<file path="config.mk">
export PLATFORM = sky130hd
export DESIGN_NAME = simd_instr_decoder
export DESIGN_NICKNAME = d
export VERILOG_FILES = /design/src/hdl/gcn_isa_pkg.sv /design/src/hdl/simd_decode_pkg.sv /design/src/hdl/decode_issue_stage.sv /design/src/hdl/operand_select_decode.sv /design/src/hdl/simd_instr_decoder.sv /design/src/hdl/wr_enable_decode.sv
export VERILOG_INCLUDE_DIRS = /design/src /design/src/hdl
export SDC_FILE = /design/constraint.sdc
export NUM_CORES = 1
export LEC_CHECK = 0
export BUFFER_PORTS_ARGS = -buffer_cell sky130_fd_sc_hd__buf_4
export CAP_MARGIN = 20
export CELL_PAD_IN_SITES_DETAIL_PLACEMENT = 1
export CELL_PAD_IN_SITES_GLOBAL_PLACEMENT = 1
export CORE_MARGIN = 5
export CORE_UTILIZATION = 31
export CTS_BUF_LIST = sky130_fd_sc_hd__clkbuf_2
export CTS_CLUSTER_SIZE = 16
export DETAILED_ROUTE_END_ITERATION = 10
export PLACE_DENSITY = 0.9
export SLEW_MARGIN = 40
export SYNTH_ARGS = -nofsm -noshare
export SYNTH_HDL_FRONTEND = slang
export SYNTH_HIERARCHICAL = 1
export SYNTH_SLANG_ARGS = --single-unit
</file>
<file path="constraint.sdc">
create_clock -name clk -period 2.35 [get_ports clk]
set_clock_uncertainty 0.1 [all_clocks]
set_input_delay 0.47 -clock clk [delete_from_list [all_inputs] [get_ports clk]]
set_output_delay 0.47 -clock clk [all_outputs]
set_load 0.1 [all_outputs]
</file>
<file path="src/hdl/simd_decode_settings.svh">
`ifndef SIMD_DECODE_SETTINGS_SVH
`define SIMD_DECODE_SETTINGS_SVH

// Operand and destination address width
`define SIMD_ADDR_W 12

// Full instruction word
`define SIMD_INSTR_W 32

// Results that may be outstanding downstream
`define SIMD_CREDITS 4

`endif

</file>
<file path="src/hdl/gcn_isa_pkg.sv">
`default_nettype none

package gcn_isa_pkg;

  // Format codes live in the top byte of the instruction
  localparam logic [7:0] fmt_vop1  = 8'h01;
  localparam logic [7:0] fmt_vop2  = 8'h02;
  localparam logic [7:0] fmt_vopc  = 8'h03;
  localparam logic [7:0] fmt_vop3a = 8'h04;

  localparam logic [11:0] op_v_cndmask_b32  = 12'h000;
  localparam logic [11:0] op_v_mov_b32      = 12'h001; // VOP1 only
  localparam logic [11:0] op_v_mul_i32_i24  = 12'h009;
  localparam logic [11:0] op_v_max_i32      = 12'h012;
  localparam logic [11:0] op_v_min_u32      = 12'h013;
  localparam logic [11:0] op_v_max_u32      = 12'h014;
  localparam logic [11:0] op_v_lshrrev_b32  = 12'h016;
  localparam logic [11:0] op_v_ashrrev_i32  = 12'h018;
  localparam logic [11:0] op_v_lshlrev_b32  = 12'h01A;
  localparam logic [11:0] op_v_and_b32      = 12'h01B;
  localparam logic [11:0] op_v_or_b32       = 12'h01C;
  localparam logic [11:0] op_v_add_i32      = 12'h025; // Carry out to VCC
  localparam logic [11:0] op_v_sub_i32      = 12'h026;
  localparam logic [11:0] op_v_subrev_i32   = 12'h027;
  localparam logic [11:0] op_v_addc_u32     = 12'h028;

  // VOP3A encodings of the vector ops
  localparam logic [11:0] op_v3_mul_i32_i24 = 12'h109;
  localparam logic [11:0] op_v3_min_u32     = 12'h113;
  localparam logic [11:0] op_v3_max_u32     = 12'h114;
  localparam logic [11:0] op_v3_and_b32     = 12'h11B;
  localparam logic [11:0] op_v3_bfe_u32     = 12'h148;
  localparam logic [11:0] op_v3_bfe_i32     = 12'h149;
  localparam logic [11:0] op_v3_bfi_b32     = 12'h14A;
  localparam logic [11:0] op_v3_mul_lo_u32  = 12'h169;
  localparam logic [11:0] op_v3_mul_hi_u32  = 12'h16A;
  localparam logic [11:0] op_v3_mul_lo_i32  = 12'h16B;

  // Integer compares, same code in VOPC and VOP3A
  localparam logic [11:0] op_v_cmp_f_i32    = 12'h080;
  localparam logic [11:0] op_v_cmp_lt_i32   = 12'h081;
  localparam logic [11:0] op_v_cmp_eq_i32   = 12'h082;
  localparam logic [11:0] op_v_cmp_le_i32   = 12'h083;
  localparam logic [11:0] op_v_cmp_gt_i32   = 12'h084;
  localparam logic [11:0] op_v_cmp_lg_i32   = 12'h085;
  localparam logic [11:0] op_v_cmp_ge_i32   = 12'h086;
  localparam logic [11:0] op_v_cmp_tru_i32  = 12'h087;
  localparam logic [11:0] op_v_cmp_f_u32    = 12'h0C0;
  localparam logic [11:0] op_v_cmp_lt_u32   = 12'h0C1;
  localparam logic [11:0] op_v_cmp_eq_u32   = 12'h0C2;
  localparam logic [11:0] op_v_cmp_le_u32   = 12'h0C3;
  localparam logic [11:0] op_v_cmp_gt_u32   = 12'h0C4;
  localparam logic [11:0] op_v_cmp_lg_u32   = 12'h0C5;
  localparam logic [11:0] op_v_cmp_ge_u32   = 12'h0C6;
  localparam logic [11:0] op_v_cmp_tru_u32  = 12'h0C7;

  // Special operand addresses, one hot in the low byte
  localparam logic [11:0] addr_literal = 12'h7FF;
  localparam logic [11:0] addr_vcc_lo  = 12'hE01;
  localparam logic [11:0] addr_vcc_hi  = 12'hE02;
  localparam logic [11:0] addr_m0      = 12'hE04;
  localparam logic [11:0] addr_exec_lo = 12'hE08;
  localparam logic [11:0] addr_exec_hi = 12'hE10;
  localparam logic [11:0] addr_vccz    = 12'hE20;
  localparam logic [11:0] addr_execz   = 12'hE40;
  localparam logic [11:0] addr_scc     = 12'hE80;

  localparam logic [1:0] prefix_const = 2'b00;
  localparam logic [1:0] prefix_vgpr  = 2'b10;
  localparam logic [2:0] prefix_sgpr  = 3'b110;

endpackage

`default_nettype wire

</file>
<file path="src/hdl/simd_decode_pkg.sv">
`default_nettype none

`include "simd_decode_settings.svh"

package simd_decode_pkg;

  typedef logic [`SIMD_ADDR_W-1:0] addr_t;
  typedef logic [`SIMD_INSTR_W-1:0] instr_t;

  // Operand mux select seen by the ALU source muxes
  typedef enum logic [3:0] {
    src_literal = 4'd0,
    src_const   = 4'd1,
    src_vgpr    = 4'd2,
    src_sgpr    = 4'd3,
    src_vcc_lo  = 4'd4,
    src_vcc_hi  = 4'd5,
    src_m0      = 4'd6,
    src_exec_lo = 4'd7,
    src_exec_hi = 4'd8,
    src_vccz    = 4'd9,
    src_execz   = 4'd10,
    src_scc     = 4'd11,
    src_none    = 4'd15 // Address outside every class
  } src_sel_e;

endpackage

`default_nettype wire

</file>
<file path="src/hdl/decode_issue_stage.sv">
`timescale 1ns/1ps
`default_nettype none

`include "simd_decode_settings.svh"

module decode_issue_stage
  import simd_decode_pkg::*;
(
  input  logic     clk,
  input  logic     reset,
  input  logic     instr_valid,
  output logic     instr_ready,
  input  logic     credit_return,
  output logic     out_valid,
  input  logic     vcc_wr_en_d,
  input  logic     vgpr_wr_en_d,
  input  logic     sgpr_wr_en_d,
  input  logic     illegal_instr_d,
  input  src_sel_e source1_mux_select_d,
  input  src_sel_e source2_mux_select_d,
  input  src_sel_e source3_mux_select_d,
  input  logic     vgpr_source1_rd_en_d,
  input  logic     vgpr_source2_rd_en_d,
  input  logic     vgpr_source3_rd_en_d,
  output logic     vcc_wr_en,
  output logic     vgpr_wr_en,
  output logic     sgpr_wr_en,
  output logic     illegal_instr,
  output src_sel_e source1_mux_select,
  output src_sel_e source2_mux_select,
  output src_sel_e source3_mux_select,
  output logic     vgpr_source1_rd_en,
  output logic     vgpr_source2_rd_en,
  output logic     vgpr_source3_rd_en
);

  localparam int credit_w = $clog2(`SIMD_CREDITS + 1);

  logic [credit_w-1:0] credit_cnt;
  logic                accept;

  assign instr_ready = (credit_cnt != '0); // Stall when downstream is full
  assign accept      = instr_valid && instr_ready;

  // Return and acceptance in one cycle cancel out
  always_ff @(posedge clk)
  begin
    if (reset)
      credit_cnt <= credit_w'(`SIMD_CREDITS);
    else if (accept && !credit_return)
      credit_cnt <= credit_cnt - 1'b1;
    else if (!accept && credit_return)
      credit_cnt <= credit_cnt + 1'b1;
  end

  // Enables are single cycle pulses
  always_ff @(posedge clk)
  begin
    if (reset || !accept)
    begin
      out_valid          <= 1'b0;
      vcc_wr_en          <= 1'b0;
      vgpr_wr_en         <= 1'b0;
      sgpr_wr_en         <= 1'b0;
      illegal_instr      <= 1'b0;
      vgpr_source1_rd_en <= 1'b0;
      vgpr_source2_rd_en <= 1'b0;
      vgpr_source3_rd_en <= 1'b0;
    end
    else
    begin
      out_valid          <= 1'b1;
      vcc_wr_en          <= vcc_wr_en_d;
      vgpr_wr_en         <= vgpr_wr_en_d;
      sgpr_wr_en         <= sgpr_wr_en_d;
      illegal_instr      <= illegal_instr_d;
      vgpr_source1_rd_en <= vgpr_source1_rd_en_d;
      vgpr_source2_rd_en <= vgpr_source2_rd_en_d;
      vgpr_source3_rd_en <= vgpr_source3_rd_en_d;
    end
  end

  // Selects hold their last value between results
  always_ff @(posedge clk)
  begin
    if (accept)
    begin
      source1_mux_select <= source1_mux_select_d;
      source2_mux_select <= source2_mux_select_d;
      source3_mux_select <= source3_mux_select_d;
    end
  end

endmodule

`default_nettype wire

</file>
<file path="src/hdl/operand_select_decode.sv">
`timescale 1ns/1ps
`default_nettype none

module operand_select_decode
  import gcn_isa_pkg::*;
  import simd_decode_pkg::*;
(
  input  addr_t    source_addr,
  output src_sel_e mux_select,
  output logic     vgpr_rd_en
);

  src_sel_e special_sel;

  // Registers outside the general files
  always_comb
  begin
    case (source_addr)
      addr_vcc_lo:  special_sel = src_vcc_lo;
      addr_vcc_hi:  special_sel = src_vcc_hi;
      addr_m0:      special_sel = src_m0;
      addr_exec_lo: special_sel = src_exec_lo;
      addr_exec_hi: special_sel = src_exec_hi;
      addr_vccz:    special_sel = src_vccz;
      addr_execz:   special_sel = src_execz;
      addr_scc:     special_sel = src_scc;
      default:      special_sel = src_none;
    endcase
  end

  // Literal must win over the class prefixes
  always_comb
  begin
    if (source_addr == addr_literal)
    begin
      mux_select = src_literal;
    end
    else if (source_addr[11:10] == prefix_const)
    begin
      mux_select = src_const; // Inline constant
    end
    else if (source_addr[11:10] == prefix_vgpr)
    begin
      mux_select = src_vgpr;
    end
    else if (source_addr[11:9] == prefix_sgpr)
    begin
      mux_select = src_sgpr;
    end
    else
    begin
      mux_select = special_sel;
    end
  end

  assign vgpr_rd_en = (mux_select == src_vgpr); // Only the VGPR file is read here

endmodule

`default_nettype wire

</file>
<file path="src/hdl/simd_instr_decoder.sv">
`timescale 1ns/1ps
`default_nettype none

module simd_instr_decoder
  import simd_decode_pkg::*;
(
  input  logic     clk,
  input  logic     reset,
  input  logic     instr_valid,
  output logic     instr_ready,
  input  instr_t   instr,
  input  addr_t    sgpr_dest_addr,
  input  addr_t    source1_addr,
  input  addr_t    source2_addr,
  input  addr_t    source3_addr,
  input  logic     credit_return,
  output logic     out_valid,
  output logic     vcc_wr_en,
  output logic     vgpr_wr_en,
  output logic     sgpr_wr_en,
  output logic     illegal_instr,
  output src_sel_e source1_mux_select,
  output src_sel_e source2_mux_select,
  output src_sel_e source3_mux_select,
  output logic     vgpr_source1_rd_en,
  output logic     vgpr_source2_rd_en,
  output logic     vgpr_source3_rd_en
);

  logic     vcc_wr_en_d;
  logic     vgpr_wr_en_d;
  logic     sgpr_wr_en_d;
  logic     illegal_instr_d;
  src_sel_e source1_mux_select_d;
  src_sel_e source2_mux_select_d;
  src_sel_e source3_mux_select_d;
  logic     vgpr_source1_rd_en_d;
  logic     vgpr_source2_rd_en_d;
  logic     vgpr_source3_rd_en_d;

  wr_enable_decode u_wr_enable_decode (
    .instr          (instr),
    .sgpr_dest_addr (sgpr_dest_addr),
    .vcc_wr_en      (vcc_wr_en_d),
    .vgpr_wr_en     (vgpr_wr_en_d),
    .sgpr_wr_en     (sgpr_wr_en_d),
    .illegal_instr  (illegal_instr_d)
  );

  // One decoder per source operand
  operand_select_decode u_source1_decode (
    .source_addr (source1_addr),
    .mux_select  (source1_mux_select_d),
    .vgpr_rd_en  (vgpr_source1_rd_en_d)
  );

  operand_select_decode u_source2_decode (
    .source_addr (source2_addr),
    .mux_select  (source2_mux_select_d),
    .vgpr_rd_en  (vgpr_source2_rd_en_d)
  );

  operand_select_decode u_source3_decode (
    .source_addr (source3_addr),
    .mux_select  (source3_mux_select_d),
    .vgpr_rd_en  (vgpr_source3_rd_en_d)
  );

  decode_issue_stage u_decode_issue_stage (
    .clk                  (clk),
    .reset                (reset),
    .instr_valid          (instr_valid),
    .instr_ready          (instr_ready),
    .credit_return        (credit_return),
    .out_valid            (out_valid),
    .vcc_wr_en_d          (vcc_wr_en_d),
    .vgpr_wr_en_d         (vgpr_wr_en_d),
    .sgpr_wr_en_d         (sgpr_wr_en_d),
    .illegal_instr_d      (illegal_instr_d),
    .source1_mux_select_d (source1_mux_select_d),
    .source2_mux_select_d (source2_mux_select_d),
    .source3_mux_select_d (source3_mux_select_d),
    .vgpr_source1_rd_en_d (vgpr_source1_rd_en_d),
    .vgpr_source2_rd_en_d (vgpr_source2_rd_en_d),
    .vgpr_source3_rd_en_d (vgpr_source3_rd_en_d),
    .vcc_wr_en            (vcc_wr_en),
    .vgpr_wr_en           (vgpr_wr_en),
    .sgpr_wr_en           (sgpr_wr_en),
    .illegal_instr        (illegal_instr),
    .source1_mux_select   (source1_mux_select),
    .source2_mux_select   (source2_mux_select),
    .source3_mux_select   (source3_mux_select),
    .vgpr_source1_rd_en   (vgpr_source1_rd_en),
    .vgpr_source2_rd_en   (vgpr_source2_rd_en),
    .vgpr_source3_rd_en   (vgpr_source3_rd_en)
  );

endmodule

`default_nettype wire

</file>
<file path="src/hdl/wr_enable_decode.sv">
`timescale 1ns/1ps
`default_nettype none

module wr_enable_decode
  import gcn_isa_pkg::*;
  import simd_decode_pkg::*;
(
  input  instr_t instr,
  input  addr_t  sgpr_dest_addr,
  output logic   vcc_wr_en,
  output logic   vgpr_wr_en,
  output logic   sgpr_wr_en,
  output logic   illegal_instr
);

  logic [7:0]  fmt;
  logic [11:0] opcode;
  logic        is_cmp;
  logic        tbl_vcc_wr_en;
  logic        tbl_sgpr_wr_en;

  assign fmt    = instr[31:24]; // Bits 23:12 unused here
  assign opcode = instr[11:0];

  assign is_cmp = opcode inside {
    op_v_cmp_f_i32, op_v_cmp_lt_i32, op_v_cmp_eq_i32, op_v_cmp_le_i32,
    op_v_cmp_gt_i32, op_v_cmp_lg_i32, op_v_cmp_ge_i32, op_v_cmp_tru_i32,
    op_v_cmp_f_u32, op_v_cmp_lt_u32, op_v_cmp_eq_u32, op_v_cmp_le_u32,
    op_v_cmp_gt_u32, op_v_cmp_lg_u32, op_v_cmp_ge_u32, op_v_cmp_tru_u32
  };

  // Opcode table
  always_comb
  begin
    tbl_vcc_wr_en  = 1'b0;
    vgpr_wr_en     = 1'b0;
    tbl_sgpr_wr_en = 1'b0;
    illegal_instr  = 1'b0;
    case (fmt)
      fmt_vop1:
        if (opcode == op_v_mov_b32)
          vgpr_wr_en = 1'b1;
        else
          illegal_instr = 1'b1;
      fmt_vop2:
        case (opcode)
          op_v_add_i32, op_v_sub_i32, op_v_subrev_i32, op_v_addc_u32:
          begin
            tbl_vcc_wr_en = 1'b1; // Carry or borrow
            vgpr_wr_en    = 1'b1;
          end
          op_v_cndmask_b32, op_v_mul_i32_i24, op_v_max_i32, op_v_min_u32,
          op_v_max_u32, op_v_lshrrev_b32, op_v_ashrrev_i32, op_v_lshlrev_b32,
          op_v_and_b32, op_v_or_b32:
            vgpr_wr_en = 1'b1;
          default:
            illegal_instr = 1'b1;
        endcase
      fmt_vopc:
        if (is_cmp)
          tbl_vcc_wr_en = 1'b1;
        else
          illegal_instr = 1'b1;
      fmt_vop3a:
        if (is_cmp)
        begin
          tbl_vcc_wr_en  = 1'b1;
          tbl_sgpr_wr_en = 1'b1;
        end
        else if (opcode inside {op_v3_mul_i32_i24, op_v3_min_u32, op_v3_max_u32,
                                op_v3_and_b32, op_v3_bfe_u32, op_v3_bfe_i32,
                                op_v3_bfi_b32, op_v3_mul_lo_u32, op_v3_mul_hi_u32,
                                op_v3_mul_lo_i32})
          vgpr_wr_en = 1'b1;
        else
          illegal_instr = 1'b1;
      default:
        illegal_instr = 1'b1;
    endcase
  end

  // VOP3A carries its own scalar destination, an illegal op still writes nothing
  always_comb
  begin
    vcc_wr_en  = tbl_vcc_wr_en;
    sgpr_wr_en = tbl_sgpr_wr_en;
    if (fmt == fmt_vop3a && !illegal_instr)
    begin
      if (sgpr_dest_addr == addr_vcc_lo)
      begin
        vcc_wr_en  = 1'b1;
        sgpr_wr_en = 1'b0;
      end
      else if (sgpr_dest_addr[11:9] == prefix_sgpr)
      begin
        vcc_wr_en  = 1'b0;
        sgpr_wr_en = 1'b1;
      end
    end
  end

endmodule

`default_nettype wire

</file>
# After elaboration in Yosys (flattened, before gate mapping)
# Cells that the tools add are included.
# W data, S select, Z words.
# word_totals
reg_bits	23
# op_classes
add_sub_neg	2
eq_ne	82
mux	39
reduce_logical	19
# ops
op	n
$eq A12 B12 Y1 const B	25
$eq A12 B8 Y1 const B	16
$eq A12 B9 Y1 const B	10
$eq A12 B5 Y1 const B	8
$pmux W4 S8	3
$eq A12 B6 Y1 const B	4
$mux W4	12
$eq A12 B11 Y1 const B	3
$mux W1	19
$eq A8 B2 Y1 const B	2
$reduce_bool A16 Y1	1
$reduce_or A14 Y1	1
$eq A12 B1 Y1 const B	1
$eq A12 B4 Y1 const B	1
$eq A3 B3 Y1 const B	4
$eq A4 B2 Y1 const B	3
$logic_not A12 Y1	1
$reduce_bool A10 Y1	1
$eq A8 B1 Y1 const B	1
$eq A8 B3 Y1 const B	1
$eq A2 B2 Y1 const B	3
$logic_not A2 Y1	3
$mux W3	2
$logic_and A1 B1 Y1	4
11 further kinds	13

# Longest topological paths before layout
# logic_depth
depth_word	8
depth_mapped	8

# By module
# Netlist, hierarchy kept.
# by_module_without_submodules
mod	instances	cells_each	area_per_inst_um2
operand_select_decode	3	41	282.8
decode_issue_stage	1	49	780.7
wr_enable_decode	1	74	519.2

# Worst setup path before layout
# No wires, ideal clock.
# synth_timing
path_kind	register to register
from	register u_decode_issue_stage.credit_cnt[0]
to	register u_decode_issue_stage.credit_cnt[2]
setup_ns	0.132
arrival_ns	2.337
slack_ns	-0.219
stages_incl_launch_ff	9
n_path_buf	0
cell_sequence	dfxtp_1 or3_4 and2_2 ha_1 inv_1 fa_1 xor2_1 o21ai_0 or3b_2
# synth_via
elab_chain_cells	5
elab_cells_between_ends	10
# synth_lines
item	line	rtl
start: declaration	decode_issue_stage.sv:39	logic [credit_w-1:0] credit_cnt;
start signal: assignment	decode_issue_stage.sv:49	credit_cnt <= credit_w'(`SIMD_CREDITS);
start signal: assignment	decode_issue_stage.sv:51	credit_cnt <= credit_cnt - 1'b1;
start signal: assignment	decode_issue_stage.sv:53	credit_cnt <= credit_cnt + 1'b1;
$reduce_bool A3 Y1 *	decode_issue_stage.sv:42	assign instr_ready = (credit_cnt != '0);
net instr_ready	simd_instr_decoder.sv:10	output logic instr_ready,
$logic_and A1 B1 Y1 *	decode_issue_stage.sv:43	assign accept = instr_valid && instr_ready;
$logic_not A1 Y1	decode_issue_stage.sv:52	else if (!accept && credit_return)
$logic_and A1 B1 Y1	decode_issue_stage.sv:52	
$reduce_bool A2 Y1 (no line)	--	
# Mark *: on every way through the listed nets, which the timed path passes. The rest lies on a longest branch. The select of a mux whose other input is x is not followed.
# A chain may end at the register's enable or synchronous reset.

# Worst setup path in the final report
# layout_timing
from	register u_decode_issue_stage.credit_cnt[0]
to	register u_decode_issue_stage.credit_cnt[2]
# layout_via
elab_chain_cells	5
elab_cells_between_ends	10
# layout_lines
item
parallel branches: the longest is 5 deep, another holds $add A3 B1 Y3
# Several ways; the timed one is not identified. The select of a mux whose other input is x is not followed.

==> impl_metrics.json <==
{
  "status": "finished, final reports clean",
  "numPortBuffers": 92,
  "pwr-share-comb_pct": 47.3,
  "hold_slack_ns": 0.177,
  "antenna_left": 0,
  "yosysWarningCount": 6,
  "powerDensity_nw_per_um2": 412,
  "dp_hpwl_um": 5720,
  "num-nets-final": 425,
  "finalWorstSetupSlack_ns": 0.186,
  "root_buffer": "clkbuf_2",
  "fin_crit_ns": 2.16,
  "synth_edf_count": 12,
  "finalSetupViolations": 0,
  "path_cells": "or3_4, and2_4, ha_4, inv_1, fa_2, xor2_1, nor3_1, or3b_4",
  "core_area_um2": 6760,
  "routed_wl_um": 6740,
  "rows": 30,
  "die-area_um2": 8690,
  "hold_violations": 0,
  "antenna_cells": 0,
  "end_kind": "register",
  "dieHeight_um": 93.2,
  "cts_resized": 0,
  "switching_share_pct": 40.8,
  "insertion_delay_ns": 0.33,
  "critPathMaxStageDelay_ns": 0.40,
  "initial_core_util_pct": 31.8,
  "fin_crit_sh_pct": 92.1,
  "clockBufferDepth": 2,
  "wl_per_cell_um": 16.1,
  "sequentialPowerShare_pct": 39.2,
  "grt_overflow": 0,
  "gp_congestion": 0.836,
  "syn_inst": 246,
  "avgSynthCellArea_um2": 8.73,
  "cts_sinks": 23,
  "maxCapViolCount": 0,
  "slowest_stage": "or3_4",
  "layout_commonest_cell": "buf_4",
  "critPathKind": "register to register",
  "layout-drive-gt1-share_pct": 38.8,
  "grt_max_degree": 13,
  "syn_nets": 332,
  "antenna_found_initial": 0,
  "ir_drop_mv": 0.150,
  "cts_made_buffers": 3,
  "start_kind": "register",
  "cp_top_family": "simple AND/OR/NAND/NOR gates",
  "dpl_worst_slack_ns": -0.0681,
  "critPathBufInv": 1,
  "drtIter0Drc": 86,
  "power_switching_uw": 497,
  "arrival_ns": 2.32,
  "via_per_inst": 5.72,
  "first_pass_iters": 4,
  "ys_seq_elements": 23,
  "grt_pass1_vias": 2384,
  "cts_max_level": 1,
  "grtUsageTotal_pct": 14.7,
  "p_leak_nw": 1.12,
  "p_clk_share_pct": 13.5,
  "max_freq_mhz": 462,
  "intPower_uw": 722,
  "path_clk_slew_ns": 0.21,
  "report.final.slew_viol_count": 0,
  "die_w_um": 93.2,
  "layout_common_cells": "buf_4 (100), nor2_1 (37), nor4b_1 (20), edfxtp_1 (12), nor3_1 (11)",
  "yosysUniqueCellTypes": 52,
  "required_ns": 2.50,
  "drc_errors": 0,
  "post_cts_buffers": 0,
  "synth_flop_cell": "edfxtp_1",
  "yosysSeqAreaShare_pct": 27.0,
  "slew_headroom_pct": 68.7,
  "cts_hold_buffers": 0,
  "cp_max_fo": 3,
  "utilization_pct": 43.8,
  "netlist_area_um2": 2150,
  "worstHoldPathType": "input port to register",
  "rsz0062_at_grt": "false",
  "vias": 2389,
  "design_area_um2": 2960,
  "dpl_cell_area_um2": 2940,
  "syn_to_final_growth_pct": 37.7,
  "pin_count": 105,
  "worst_slew_pin_slew_ns": 0.463,
  "grt_pass1_wl_um": 10800,
  "cts_tree": "done",
  "async_flop_share_pct": 0
}
==> cells in the mapped netlist (4+ instances only) <==
| cell | n | area, µm² |
|---|---|---|
| nor2_1 | 37 | 139 |
| nor4b_1 | 20 | 175 |
| edfxtp_1 | 12 | 360 |
| dfxtp_1 | 11 | 220 |
| nor3_1 | 11 | 55.1 |
| xor2_1 | 8 | 70.1 |
| a211oi_1 | 7 | 52.6 |
| and2_4 | 7 | 61.3 |
| nand3_1 | 7 | 35.0 |
| nand4_1 | 7 | 43.8 |
| nor2b_1 | 7 | 43.8 |
| a221oi_1 | 6 | 52.6 |
| buf_2 | 6 | 30.0 |
| nand4b_1 | 6 | 52.6 |
| a21oi_1 | 5 | 25.0 |
| inv_1 | 5 | 18.8 |
| nand2b_1 | 5 | 31.3 |
| nand3b_1 | 5 | 37.5 |
| nor4_1 | 5 | 31.3 |
| o21ai_0 | 5 | 25.0 |
| o311ai_0 | 5 | 43.8 |
| and3b_1 | 4 | 35.0 |
| buf_6 | 4 | 45.0 |
| nor3b_1 | 4 | 30.0 |
| xnor2_1 | 4 | 35.0 |
==> final timing paths <==
path                                            from                                  to  slack [ns]  depth (start not counted)
hold reg to reg   u_decode_issue_stage/credit_cnt[1]  u_decode_issue_stage/credit_cnt[1]        0.44                          2
hold / removal                                 reset  u_decode_issue_stage/credit_cnt[1]        0.18                          2
setup reg to reg  u_decode_issue_stage/credit_cnt[0]  u_decode_issue_stage/credit_cnt[2]        0.19                          8
setup / recovery  u_decode_issue_stage/credit_cnt[0]  u_decode_issue_stage/credit_cnt[2]        0.19                          8
==> power by group through the flow <==
stage | clock (mW) | combinational, mW | sequential, mW
after floorplan | 0 | 0.217 | 0.646
after global placement | 0 | 0.558 | 0.486
after detailed placement | 0 | 0.578 | 0.488
after CTS | 0.171 | 0.578 | 0.479
after global routing | 0.190 | 0.614 | 0.482
final | 0.164 | 0.576 | 0.478
==> final cells by class <==
| class | count | area (µm²) |
|---|---|---|
| fillers | 829 | 3800 |
| multi-input cells | 206 | 1490 |
| repair buffers | 100 | 751 |
| flip-flops and latches | 23 | 584 |
| well taps | 80 | 100 |
| clock buffers | 4 | 20.0 |
| inverters | 5 | 18.8 |
==> through the flow <==
stage / instances / power (mW) / setup TNS, ns
finish: 418 / 1.22 / 0
CTS: 418 / 1.23 / 0
global route: 418 / 1.29 / 0
floorplan: 246 / 0.863 / 0
global placement: 414 / 1.04 / -0.0673
detailed placement: 414 / 1.07 / -0.143
==> routing by layer <==
metal / part of all wire (%) / track usage (%) / up-vias
li1: - / - / 1150
met1: 42 / 18.0 / 1154
met2: 52 / 27.2 / 75
met3: 5.7 / 2.57 / 10
met4: 0.62 / 2.44 / 0
met5: 0 / 0 / -
==> cell families after synthesis <==
| group | after synthesis | synth area share [%] |
|---|---|---|
| compound gates | 44 | 16.7 |
| flops | 23 | 27.0 |
| buf+inv | 17 | 4.72 |
| simple gates | 148 | 45.2 |
| fa+ha+maj | 2 | 1.51 |
| xor+xnor | 12 | 4.89 |
==> sequential cells by signal, indices dropped and copies added (netlist names) <==
register                                 cells
u_decode_issue_stage/credit_cnt              3
u_decode_issue_stage/illegal_instr           1
u_decode_issue_stage/out_valid               1
u_decode_issue_stage/sgpr_wr_en              1
u_decode_issue_stage/source1_mux_select      4
u_decode_issue_stage/source2_mux_select      4
u_decode_issue_stage/source3_mux_select      4
u_decode_issue_stage/vcc_wr_en               1
u_decode_issue_stage/vgpr_source1_rd_en      1
u_decode_issue_stage/vgpr_source2_rd_en      1
u_decode_issue_stage/vgpr_source3_rd_en      1
u_decode_issue_stage/vgpr_wr_en              1
==> worst reg2reg max path, stage by stage, from the launching register on <==
cell	delay [ns]
dfxtp_2	0.38
or3_4	0.40
and2_4	0.17
ha_4	0.16
inv_1	0.08
fa_2	0.20
xor2_1	0.19
nor3_1	0.07
or3b_4	0.36
No activity file was read; power rests on OpenSTA's default activity.
